[src/verilog/noise_est_defines.svh]
// Widths, block size and FIFO depth for the noise estimator.
// Include this in any file that sizes a signal from these values.

`ifndef NOISE_EST_DEFINES_SVH
`define NOISE_EST_DEFINES_SVH

// Pixel word and one colour channel
`define NE_PIX_W 32
`define NE_CH_W 8

// Variance and noise result, twice the channel width
`define NE_VAR_W 16

// 64 luma samples per block
`define NE_BLK_SHIFT 6

// Receive FIFO entries, also the sender's starting credit count
`define NE_FIFO_DEPTH 4

// blocks_per_frame and completed frame counter
`define NE_CNT_W 16

`endif

[src/verilog/noise_est_pkg.sv]
// Shared types for the noise estimator.
// The pixel word is read either as one raw word or as pad/r/g/b bytes.

`include "noise_est_defines.svh"

package noise_est_pkg;

	// Blue sits in the low byte, pad in the high byte
	typedef struct packed {
		logic [`NE_CH_W-1:0] pad;
		logic [`NE_CH_W-1:0] r;
		logic [`NE_CH_W-1:0] g;
		logic [`NE_CH_W-1:0] b;
	} rgb_t;

	// Storage uses raw, the luma path uses ch
	typedef union packed {
		logic [`NE_PIX_W-1:0] raw;
		rgb_t                 ch;
	} pixel_t;

endpackage

[src/verilog/block_stats_if.sv]
// Per-block results from block_stats to noise_estimator.
// No back-pressure; the sink takes every valid pulse.

`include "noise_est_defines.svh"

interface block_stats_if;

	logic                 valid;
	logic [`NE_CH_W-1:0]  mean;
	logic [`NE_VAR_W-1:0] variance;
	// Block opened with a frame start
	logic                 first;

	modport src (
		output valid,
		output mean,
		output variance,
		output first
	);

	modport snk (
		input valid,
		input mean,
		input variance,
		input first
	);

endinterface

[src/verilog/credit_rx_fifo.sv]
// Receive FIFO on the pixel input with credit return.
// Pops whenever it holds an entry and pulses credit one cycle after each pop.

`include "noise_est_defines.svh"

module credit_rx_fifo (
	input  logic                  clk,
	input  logic                  rst_n,
	input  logic                  in_valid,
	input  noise_est_pkg::pixel_t in_data,
	input  logic                  in_sof,
	output logic                  out_valid,
	output noise_est_pkg::pixel_t out_data,
	output logic                  out_sof,
	output logic                  credit
);

	localparam int DEPTH = `NE_FIFO_DEPTH;
	localparam int PTR_W = (DEPTH > 1) ? $clog2(DEPTH) : 1;
	localparam int CNT_W = $clog2(DEPTH + 1);

	logic [`NE_PIX_W-1:0] pix_mem [DEPTH];
	logic [DEPTH-1:0]     sof_mem;
	logic [PTR_W-1:0]     wr_ptr;
	logic [PTR_W-1:0]     rd_ptr;
	logic [CNT_W-1:0]     count;
	logic                 push;
	logic                 pop;
	logic                 full;

	assign push      = in_valid;
	assign pop       = (count != '0);
	assign full      = (count == CNT_W'(DEPTH));
	assign out_valid = pop;
	assign out_sof   = sof_mem[rd_ptr];

	always_comb begin
		out_data.raw = pix_mem[rd_ptr];
	end

	// Entry storage
	always_ff @(posedge clk) begin
		if (push) begin
			pix_mem[wr_ptr] <= in_data.raw;
			sof_mem[wr_ptr] <= in_sof;
		end
	end

	always_ff @(posedge clk or negedge rst_n) begin
		if (!rst_n) begin
			wr_ptr <= '0;
			rd_ptr <= '0;
			count  <= '0;
			credit <= 1'b0;
		end else begin
			if (push)
				wr_ptr <= (wr_ptr == PTR_W'(DEPTH - 1)) ? '0 : wr_ptr + 1'b1;
			if (pop)
				rd_ptr <= (rd_ptr == PTR_W'(DEPTH - 1)) ? '0 : rd_ptr + 1'b1;
			if (push && !pop)
				count <= count + 1'b1;
			else if (pop && !push)
				count <= count - 1'b1;
			// One credit back per entry drained
			credit <= pop;
		end
	end

	// Sender spent a credit it did not have
	assert property (@(posedge clk) disable iff (!rst_n) !(in_valid && full))
		else $error("credit_rx_fifo: push into a full FIFO");

endmodule

[src/verilog/block_stats.sv]
// Luma per pixel, then mean and variance over every 64 consecutive samples.
// One result pulse per block, a cycle after its last sample.
// A pixel flagged sof starts a new block.

`include "noise_est_defines.svh"

module block_stats (
	input  logic                  clk,
	input  logic                  rst_n,
	input  logic                  in_valid,
	input  noise_est_pkg::pixel_t in_data,
	input  logic                  in_sof,
	block_stats_if.src            stats
);

	localparam int RGB_W = `NE_CH_W + 2;
	localparam int SUM_W = `NE_CH_W + `NE_BLK_SHIFT;
	localparam int SQ_W  = 2 * `NE_CH_W + `NE_BLK_SHIFT;

	logic [RGB_W-1:0]         rgb_sum;
	logic [RGB_W-1:0]         luma_full;
	logic [`NE_CH_W-1:0]      luma;
	logic [2*`NE_CH_W-1:0]    luma_sq;
	logic [`NE_BLK_SHIFT-1:0] sample_cnt;
	logic [`NE_BLK_SHIFT-1:0] sample_idx;
	logic                     block_start;
	logic                     block_end;
	logic                     block_first;
	logic [SUM_W-1:0]         sum_q;
	logic [SUM_W-1:0]         sum_next;
	logic [SQ_W-1:0]          sq_q;
	logic [SQ_W-1:0]          sq_next;
	logic [`NE_CH_W-1:0]      mean_next;
	logic [`NE_VAR_W-1:0]     mean_sq;
	logic [`NE_VAR_W-1:0]     sq_avg;

	// Luma is the channel mean, rounded down
	always_comb begin
		rgb_sum   = RGB_W'(in_data.ch.r) + RGB_W'(in_data.ch.g) + RGB_W'(in_data.ch.b);
		luma_full = rgb_sum / RGB_W'(3);
		luma      = luma_full[`NE_CH_W-1:0];
		luma_sq   = luma * luma;
	end

	// Position of this sample inside its block
	assign sample_idx  = in_sof ? '0 : sample_cnt;
	assign block_start = (sample_idx == '0);
	assign block_end   = &sample_idx;

	always_comb begin
		sum_next  = (block_start ? '0 : sum_q) + SUM_W'(luma);
		sq_next   = (block_start ? '0 : sq_q) + SQ_W'(luma_sq);
		mean_next = sum_next[SUM_W-1:`NE_BLK_SHIFT];
		sq_avg    = sq_next[SQ_W-1:`NE_BLK_SHIFT];
		mean_sq   = mean_next * mean_next;
	end

	always_ff @(posedge clk or negedge rst_n) begin
		if (!rst_n) begin
			sample_cnt  <= '0;
			block_first <= 1'b0;
			stats.valid <= 1'b0;
		end else begin
			stats.valid <= in_valid && block_end;
			if (in_valid) begin
				sample_cnt <= sample_idx + 1'b1;
				if (block_start)
					block_first <= in_sof;
			end
		end
	end

	// Accumulators restart on every block, results held until the next one
	always_ff @(posedge clk) begin
		if (in_valid) begin
			sum_q <= sum_next;
			sq_q  <= sq_next;
			if (block_end) begin
				stats.mean     <= mean_next;
				// floor(E[x^2]) is never below floor(E[x])^2
				stats.variance <= sq_avg - mean_sq;
				stats.first    <= block_first;
			end
		end
	end

	// Frame starts must line up with block starts
	assert property (@(posedge clk) disable iff (!rst_n)
		in_valid && in_sof |-> sample_cnt == '0)
		else $error("block_stats: sof in the middle of a block");

endmodule

[src/verilog/noise_estimator.sv]
// Smallest block variance over one frame, taken as the noise estimate.
// blocks_per_frame is sampled at each frame's first block.
// Blocks between a finished frame and the next first block are dropped.

`include "noise_est_defines.svh"

module noise_estimator (
	input  logic                 clk,
	input  logic                 rst_n,
	block_stats_if.snk           stats,
	input  logic [`NE_CNT_W-1:0] blocks_per_frame,
	output logic                 noise_valid,
	output logic [`NE_VAR_W-1:0] noise_value
);

	logic [`NE_CNT_W-1:0] bpf_q;
	logic [`NE_CNT_W-1:0] bpf_eff;
	logic [`NE_CNT_W-1:0] blk_cnt;
	logic [`NE_CNT_W-1:0] cnt_next;
	logic [`NE_VAR_W-1:0] min_q;
	logic [`NE_VAR_W-1:0] min_next;
	logic                 active;
	logic                 start;
	logic                 take;
	logic                 last;

	always_comb begin
		start    = stats.valid && stats.first;
		take     = stats.valid && (start || active);
		cnt_next = start ? `NE_CNT_W'(1) : blk_cnt + 1'b1;
		bpf_eff  = start ? blocks_per_frame : bpf_q;
		min_next = (start || stats.variance < min_q) ? stats.variance : min_q;
		last     = take && (cnt_next == bpf_eff);
	end

	always_ff @(posedge clk or negedge rst_n) begin
		if (!rst_n) begin
			active      <= 1'b0;
			blk_cnt     <= '0;
			bpf_q       <= '0;
			noise_valid <= 1'b0;
		end else begin
			noise_valid <= last;
			if (start)
				bpf_q <= blocks_per_frame;
			if (take) begin
				blk_cnt <= cnt_next;
				active  <= !last;
			end
		end
	end

	always_ff @(posedge clk) begin
		if (take)
			min_q <= min_next;
		if (last)
			noise_value <= min_next;
	end

	// A zero block count would keep the frame open for good
	assert property (@(posedge clk) disable iff (!rst_n) start |=> bpf_q != '0)
		else $error("noise_estimator: blocks_per_frame latched as zero");

endmodule

[src/verilog/noise_regs.sv]
// Configuration and status registers on a small read/write port.
// 0 blocks_per_frame (r/w), 1 last noise estimate, 2 completed frames.
// Read data comes back with cfg_rvalid one cycle after cfg_rd.

`include "noise_est_defines.svh"

module noise_regs (
	input  logic                 clk,
	input  logic                 rst_n,
	input  logic                 cfg_wr,
	input  logic                 cfg_rd,
	input  logic [1:0]           cfg_addr,
	input  logic [`NE_CNT_W-1:0] cfg_wdata,
	input  logic                 noise_valid,
	input  logic [`NE_VAR_W-1:0] noise_value,
	output logic [`NE_CNT_W-1:0] cfg_rdata,
	output logic                 cfg_rvalid,
	output logic [`NE_CNT_W-1:0] blocks_per_frame
);

	localparam logic [1:0] ADDR_BPF   = 2'd0;
	localparam logic [1:0] ADDR_NOISE = 2'd1;
	localparam logic [1:0] ADDR_FRAME = 2'd2;

	logic [`NE_VAR_W-1:0] last_noise;
	logic [`NE_CNT_W-1:0] frame_cnt;

	always_ff @(posedge clk or negedge rst_n) begin
		if (!rst_n) begin
			blocks_per_frame <= `NE_CNT_W'(4);
			last_noise       <= '0;
			frame_cnt        <= '0;
			cfg_rvalid       <= 1'b0;
			cfg_rdata        <= '0;
		end else begin
			// Only address 0 is writable
			if (cfg_wr && cfg_addr == ADDR_BPF)
				blocks_per_frame <= cfg_wdata;
			if (noise_valid) begin
				last_noise <= noise_value;
				frame_cnt  <= frame_cnt + 1'b1;
			end
			cfg_rvalid <= cfg_rd;
			if (cfg_rd) begin
				case (cfg_addr)
					ADDR_BPF:   cfg_rdata <= blocks_per_frame;
					ADDR_NOISE: cfg_rdata <= last_noise;
					ADDR_FRAME: cfg_rdata <= frame_cnt;
					default:    cfg_rdata <= '0;
				endcase
			end
		end
	end

endmodule

[src/verilog/noise_est_top.sv]
// Noise estimator top level.
// Pixels enter through the credit FIFO, block results and the
// per-frame noise estimate leave on plain ports.

`include "noise_est_defines.svh"

module noise_est_top (
	input  logic                 clk,
	input  logic                 rst_n,

	// Pixel stream, credit based
	input  logic                 pix_valid,
	input  logic [`NE_PIX_W-1:0] pix_data,
	input  logic                 pix_sof,
	output logic                 pix_credit,

	// Register port
	input  logic                 cfg_wr,
	input  logic                 cfg_rd,
	input  logic [1:0]           cfg_addr,
	input  logic [`NE_CNT_W-1:0] cfg_wdata,
	output logic [`NE_CNT_W-1:0] cfg_rdata,
	output logic                 cfg_rvalid,

	// Results
	output logic                 block_valid,
	output logic [`NE_CH_W-1:0]  block_mean,
	output logic [`NE_VAR_W-1:0] block_var,
	output logic                 noise_valid,
	output logic [`NE_VAR_W-1:0] noise_value
);

	noise_est_pkg::pixel_t fifo_data;
	logic                  fifo_valid;
	logic                  fifo_sof;
	logic [`NE_CNT_W-1:0]  blocks_per_frame;

	block_stats_if stats ();

	credit_rx_fifo credit_rx_fifo_inst (
		.clk       (clk),
		.rst_n     (rst_n),
		.in_valid  (pix_valid),
		.in_data   (pix_data),
		.in_sof    (pix_sof),
		.out_valid (fifo_valid),
		.out_data  (fifo_data),
		.out_sof   (fifo_sof),
		.credit    (pix_credit)
	);

	block_stats block_stats_inst (
		.clk      (clk),
		.rst_n    (rst_n),
		.in_valid (fifo_valid),
		.in_data  (fifo_data),
		.in_sof   (fifo_sof),
		.stats    (stats.src)
	);

	noise_estimator noise_estimator_inst (
		.clk              (clk),
		.rst_n            (rst_n),
		.stats            (stats.snk),
		.blocks_per_frame (blocks_per_frame),
		.noise_valid      (noise_valid),
		.noise_value      (noise_value)
	);

	noise_regs noise_regs_inst (
		.clk              (clk),
		.rst_n            (rst_n),
		.cfg_wr           (cfg_wr),
		.cfg_rd           (cfg_rd),
		.cfg_addr         (cfg_addr),
		.cfg_wdata        (cfg_wdata),
		.noise_valid      (noise_valid),
		.noise_value      (noise_value),
		.cfg_rdata        (cfg_rdata),
		.cfg_rvalid       (cfg_rvalid),
		.blocks_per_frame (blocks_per_frame)
	);

	// Block results also go out on the top ports
	assign block_valid = stats.valid;
	assign block_mean  = stats.mean;
	assign block_var   = stats.variance;

endmodule

[config.mk]
export PLATFORM = sky130hd
export DESIGN_NAME = noise_est_top
export DESIGN_NICKNAME = d
export VERILOG_FILES = /design/src/verilog/noise_est_pkg.sv /design/src/verilog/block_stats_if.sv /design/src/verilog/credit_rx_fifo.sv /design/src/verilog/block_stats.sv /design/src/verilog/noise_estimator.sv /design/src/verilog/noise_regs.sv /design/src/verilog/noise_est_top.sv
export VERILOG_INCLUDE_DIRS = /design/src /design/src/verilog
export SDC_FILE = /design/constraint.sdc
export NUM_CORES = 1
export LEC_CHECK = 0
export BUFFER_PORTS_ARGS = -buffer_cell sky130_fd_sc_hd__buf_2
export CAP_MARGIN = 5
export CORE_MARGIN = 1.5
export CORE_UTILIZATION = 50
export CTS_CLUSTER_DIAMETER = 120
export DETAILED_ROUTE_END_ITERATION = 8
export PLACE_DENSITY = 0.72
export SETUP_SLACK_MARGIN = 0.2
export SLEW_MARGIN = 20
export SYNTH_ARGS = -nofsm -noshare
export SYNTH_HDL_FRONTEND = slang
export SYNTH_SLANG_ARGS = --single-unit
[constraint.sdc]
create_clock -name clk -period 22.4 [get_ports clk]
set_input_delay 4.48 -clock clk [delete_from_list [all_inputs] [get_ports clk]]
set_output_delay 4.48 -clock clk [all_outputs]
set_load 0.1 [all_outputs]
## Word-level counts from Yosys, hierarchy flattened

Memories as Yosys holds them, arrays and structs flattened.
Cells that the tools add are included.

| cells by class | value |
|---|---|
| equality and inequality tests | 5 |
| $lt $le $gt $ge | 4 |
| add/subtract/negate cells | 12 |
| divide/modulo/power cells | 1 |
| muxes and demuxes | 18 |
| multipliers | 2 |
| reduce and logical (&&, ||, !) cells | 20 |

Operator list:

| kind | number |
|---|---|
| $mux W16 | 3 |
| $pmux W16 S3 | 1 |
| $add A16 B1 Y16 const B | 2 |
| $mul A8 B8 Y16 | 2 |
| $add A22 B16 Y22 | 1 |
| $mux W22 | 1 |
| $eq A16 B16 Y1 | 1 |
| $lt A16 B16 Y1 | 1 |
| $sub A16 B16 Y16 | 1 |
| $add A14 B8 Y14 | 1 |
| $mux W14 | 1 |
| $add A10 B8 Y10 | 1 |
| $div A10 B2 Y10 const B | 1 |
| $add A8 B8 Y9 | 1 |
| $logic_and A1 B1 Y1 | 8 |
| $reduce_and A7 Y1 | 1 |
| $add A6 B1 Y6 const B | 1 |
| $eq A2 B2 Y1 const B | 3 |
| $logic_not A6 Y1 | 1 |
| $lt A2 B3 Y1 const B | 2 |
| $mux W3 | 2 |
| $mux W6 | 1 |
| $reduce_and A6 Y1 | 1 |
| $add A2 B1 Y2 const B | 2 |
| other kinds (15) | 22 |

| storage, ports and cells | value |
|---|---|
| RAM bits | 128 |
| output and inout port bits | 60 |
| logic and storage cells | 87 |
| bits of input ports | 56 |
| register bits after elaboration | 212 |
| memories kept | 1 |

Memory list:

| name | words | bits a word | read ports | clocked after Yosys merged registers in | wr ports | line | source |
|---|---|---|---|---|---|---|---|
| credit_rx_fifo_inst.pix_mem | 4 | 32 | 1 | 0 | 1 | credit_rx_fifo.sv:22 | `` logic [`NE_PIX_W-1:0] pix_mem [DEPTH]; `` |

## Logic depth before layout (Yosys ltp)

| logic depth | value |
|---|---|
| depth after elaboration | 8 |
| mapped depth | 78 |
| mapped depth without buffers | 72 |

## By module

From an unflattened synthesis, not the netlist that was laid out.

| second synthesis, totals | value |
|---|---|
| cell total of the unflattened synthesis | 1802 |
| area total of the unflattened synthesis | 20970.1 µm² |

By module, submodules not included:

| module | seq. area each (µm²) | area each (µm²) | times used | cells each |
|---|---|---|---|---|
| block_stats | 2031.9 | 8874.8 | 1 | 955 |
| credit_rx_fifo | 4164.0 | 5248.8 | 1 | 210 |
| noise_estimator | 1811.7 | 3975.1 | 1 | 408 |
| noise_regs | 1627.8 | 2871.5 | 1 | 229 |

## Worst setup path before layout

No wires, ideal clock.

| timing | value |
|---|---|
| kind | register -> register |
| start point | register credit_rx_fifo_inst.rd_ptr[0] |
| end point | register block_stats_inst.stats.variance[15] (data pin) |
| required time | 22.140 ns |
| period minus slack after synthesis | 15.758 ns |
| arrival time | 15.498 ns |
| buffers on the path | 6 |
| slack | 6.642 ns |
| cell stages (with the launch flop) | 79 |
| setup time | 0.260 ns |
| cell sequence | dfrtp_1 clkbuf_1 clkbuf_1 mux4_2 ha_1 inv_1 fa_1 nor2b_1 o31a_1 nor2_1 nor2_1 nor2_1 xnor2_1 ha_1 nand2_1 o21ai_0 and2_1 clkbuf_1 (+43 left out) inv_1 fa_1 inv_1 fa_1 inv_1 fa_1 fa_1 inv_1 ha_1 or3_1 a311o_1 a31oi_1 o21bai_1 a21oi_1 o21ai_0 a21o_1 a21oi_1 xnor2_1 |

| on the way | value |
|---|---|
| elaborated cells between the ends (all ways) | 15 |
| classes of those cells | add/sub (5); mul (2); div (1); mux (5); reduce/logical (1); memory (1) |

RTL lines:

| what | line | source |
|---|---|---|
| from (decl) | credit_rx_fifo.sv:25 | `logic [PTR_W-1:0] rd_ptr;` |
| from (signal assigned) | credit_rx_fifo.sv:59 | `rd_ptr <= (rd_ptr == PTR_W'(DEPTH - 1)) ? '0 : rd_ptr + 1'b1;` |
| $mem_v2 Z4 W32 or $bmux W1 S2 (tied branches) | n/a |  |
| $add A8 B8 Y9 or $mux W1 (tied branches) | block_stats.sv:39, credit_rx_fifo.sv:35 |  |
| $add A10 B8 Y10 or $mux W6 (tied branches) | block_stats.sv:39, block_stats.sv:46 |  |
| $div A10 B2 Y10 or $logic_not A6 Y1 (tied branches) | block_stats.sv:40, block_stats.sv:47 |  |
| $mul A8 B8 Y16 or $mux W22 (tied branches) | block_stats.sv:42, block_stats.sv:52 |  |
| $add A22 B16 Y22 (*) | block_stats.sv:52 | `sq_next = (block_start ? '0 : sq_q) + SQ_W'(luma_sq);` |
| net block_stats_inst.sq_next[12] | block_stats.sv:32 | `logic [SQ_W-1:0] sq_next;` |
| $sub A16 B16 Y16 (*) | block_stats.sv:81 | `stats.variance <= sq_avg - mean_sq;` |
| to (signal assigned) | block_stats.sv:81 |  |
| to (decl) | block_stats_if.sv:17 | `output variance,` |

The timed path passes the listed nets; every way through them passes the cells marked *. The select of a mux whose other input is x is not followed.
A chain may end at the register's enable or synchronous reset.

## Worst setup path in the final report

Same ends and word-level chain as after synthesis.

==> metrics.yaml <==
mappedNetlistNets: 2015
grt_pass1_wl_microns: 67000
post_cts_sizing_count: 0
critical_path.endpoint: "block_stats_inst.stats.variance[15]$_DFFE_PP_"
number_of_clock_sinks: 308
critical_path.startpoint_type: "flop"
drt-vias-per-instance: 5.46
yosysWarnings: 0
cts_tree: "built"
timing.clock.skew_ns: 0.0196
layout.core_utilization_pct: 57.1
rr_worst_depth: 69
cp_data_required_time_ns: 22.67
worst_setup_path_end_kind: "flop"
detailed_place_hpwl_microns: 28900
detail_route.drc_violations: 0
reg2reg_slack_ns: 4.56
post_cts_buffers: 0
number_of_enable_flip_flop_cells_after_synthesis: 193
cp_top_family: "compound AO/OA/AOI/OAI gates"
run_status: "finished clean"
layout.area.seq_sq_um: 8680
crit_cells: 69
arrival_ns: 18.11
nets: 2123
fillers: 3169
synthDistinctLibCells: 81
fp.dieH_microns: 199
drtPass1Iterations: 5
cts_hold_repair.buffers: 0
grt_start_max_net_pins: 63
tritoncts.num_buffers: 36
drive_gt1_share_pct: 15.7
tightest_slew_ns: 1.01
multi_input_gate_area_in_the_final_layout_sq_um: 9740
critical_path.reg2reg.endpoint: "block_stats_inst.stats.variance[15]$_DFFE_PP_"
io-pin-count: 116
postRouteWirelength_microns: 40300
synth_xor_xnor_area_share_pct: 5.20
start_util_pct: 51.0
place_ws_ns: 4.73
startpoint: "credit_rx_fifo_inst.rd_ptr[0]$_DFFE_PN0N_"
setup_viol_count_final: 0
clk_pin_slew_worst_setup_hold_paths_ns: 0.06
cts_root_buf: "clkbuf_16"
cts_htree_levels: 2
floorplan.die.width_microns: 199
worst_hold_path_type: "reg2reg"
simple_gate_area_share_of_the_yosys_netlist_pct: 11.9
worst-path-max-fanout: 28
compound_cell_area_share_of_the_yosys_netlist_pct: 9.77
setup_total_negative_slack_ns: 0
placeableCoreArea_sq_um: 37800
design.die.area_sq_um: 39800
initialDrtViolationCount: 1037
max_slew_margin_pct: 32.6
synth.mux.area_fraction_pct: 7.05
synth.top_cells.by_area: "edfxtp_1 (30%), dfrtp_1 (15%), ha_1 (8.3%)"
hold_viol: 0
global_route.usage.total_pct: 21.0
worst_min_path_start: "block_stats_inst.block_first$_DFFE_PN0P_"
grt_antenna_before_repair: 1
yosys_register_bits: 308
cts.path.max_buffers: 3
post_route_antenna_net_violation_count: 0
rsz0062_at_grt: "false"
vias: 13096
synthesis.area_sq_um: 19300
globalplace.congestion: 0.848
final-max-slew-violation-count: 0
routedWlPerCell_microns: 16.8
critical_path.slowest_cell: "and2_1"
crit_top_cell: "a21oi_1"
cp_slowest_stage_delay_ns: 0.74
grt_remaining_overflow: 0
std_cell_rows: 71
first_global_vias: 13305
post_synth_top_area_cell: "edfxtp_1"
synth-seq-area-share_pct: 44.9
post-route-min-period_ns: 17.84
setup_slack_of_the_critical_path_after_layout_ns: 4.56
syn_area_per_cell_sq_um: 11.0
critPathBufInv: 9
worst_skew_pair.late_latency_ns: 0.53
area.growth.synth_to_final_pct: 11.8
hold_depth: 0
largest_family_of_logic_cells_by_synthesized_area: "adder cells"
syn_inst: 1752
maxCapViolCount: 0
ys_async_sr_fraction_pct: 37.3
synth_top_flop_cell: "edfxtp_1"
critPathKind: "reg2reg"
achievable-frequency_mhz: 56.1
regToRegStartpoint: "credit_rx_fifo_inst.rd_ptr[0]$_DFFE_PN0N_"
layout_worst_path_cycle_share_pct: 79.6
post-synth-top-area-fraction_pct: 30.0
placement.io_buffers: 107
arithmetic_cell_share_of_the_synthesized_area_counting_full_adders_half_adders_and_majority_gates_pct: 16.5
==> final cells by class <==
class | instances | area share (%)
repair buffers | 130 | 3.29
multi-input cells | 1211 | 45.1
clock inverters | 16 | 0.597
flip-flops and latches | 308 | 40.2
inverters | 173 | 3.04
well taps | 511 | 2.96
diodes | 1 | 0.0116
clock buffers | 50 | 4.79
==> Yosys cell counts, types with 12 or more instances <==
master / count
a21oi_1: 96
nor3_1: 22
a21o_1: 20
ha_1: 128
fa_1: 79
clkbuf_1: 45
nand4_1: 17
xnor2_1: 83
mux2_2: 51
o21bai_1: 12
mux4_2: 25
o31ai_1: 14
nand3_1: 33
and2_1: 34
nand2b_1: 14
xor2_1: 28
inv_1: 172
edfxtp_1: 193
nand2_1: 164
nor2_1: 152
and3_1: 16
o21ai_0: 74
dfrtp_1: 114
mux2i_1: 20
==> placed cells by master, fill, tap and decap left out, types with 28 or more instances in the layout <==
cell	netlist	layout
xnor2_1	83	83
inv_1	172	172
dfrtp_1	114	113
o21ai_0	74	73
and2_1	34	34
a21oi_1	96	96
clkbuf_16	0	37
nand2_1	164	164
fa_1	79	79
ha_1	128	128
xor2_1	28	28
mux2_2	51	51
nand3_1	33	33
nor2_1	152	152
edfxtp_1	193	193
buf_2	3	106
==> how the worst min path moves through the flow <==
stage               slack, ns                                endpoint
floorplan                0.42  block_stats_inst.stats.first$_DFFE_PP_
global placement         0.43  block_stats_inst.stats.first$_DFFE_PP_
detailed placement       0.43  block_stats_inst.stats.first$_DFFE_PP_
CTS                      0.45  block_stats_inst.stats.first$_DFFE_PP_
global route             0.45  block_stats_inst.stats.first$_DFFE_PP_
finish                   0.45  block_stats_inst.stats.first$_DFFE_PP_
==> sequential cells by signal, summed over array words and instances (netlist names), 2 cells and up <==
| name | count |
|---|---|
| credit_rx_fifo_inst.count | 3 |
| noise_estimator_inst.blk_cnt | 16 |
| noise_regs_inst.blocks_per_frame | 16 |
| credit_rx_fifo_inst.pix_mem | 96 |
| credit_rx_fifo_inst.wr_ptr | 2 |
| block_stats_inst.sample_cnt | 6 |
| credit_rx_fifo_inst.rd_ptr | 2 |
| block_stats_inst.sq_q | 22 |
| credit_rx_fifo_inst.sof_mem | 4 |
| block_stats_inst.sum_q | 14 |
| block_stats_inst.stats.mean | 8 |
| noise_estimator_inst.bpf_q | 16 |
| block_stats_inst.stats.variance | 16 |
| noise_estimator_inst.min_q | 16 |
| noise_regs_inst.cfg_rdata | 16 |
| noise_regs_inst.last_noise | 16 |
| noise_estimator_inst.noise_value | 16 |
| noise_regs_inst.frame_cnt | 16 |
==> kinds of logic (layout without fill, tap and decap cells) <==
| group | after synthesis | after routing |
|---|---|---|
| AND/OR/NAND/NOR | 499 | 499 |
| flip-flops | 308 | 308 |
| AO/OA/AOI/OAI | 295 | 295 |
| buffers and inverters | 233 | 369 |
| adder cells (fa/ha/maj) | 207 | 207 |
| XOR/XNOR | 113 | 113 |
| multiplexers | 97 | 97 |
| other | 0 | 1 |
==> stage by stage <==
step,area [sq um],std cells,hold WS (ns)
2_1_floorplan,19300,1752,0.419
3_3_place_gp,20400,2333,0.433
3_5_place_dp,20400,2333,0.434
4_1_cts,21600,2399,0.447
5_1_grt,21600,2400,0.453
6_report,21600,2400,0.446
==> layer usage <==
metal | up-vias | track usage (%) | share of wire, %
li1 | 6343 | - | -
met1 | 6397 | 28.3 | 46
met2 | 296 | 35.6 | 48
met3 | 60 | 2.41 | 4.0
met4 | 0 | 6.43 | 2.4
met5 | - | 0 | 0
Power is not shown: default switching activity piles up to over one toggle a cycle in this logic, so the estimate is an artifact.
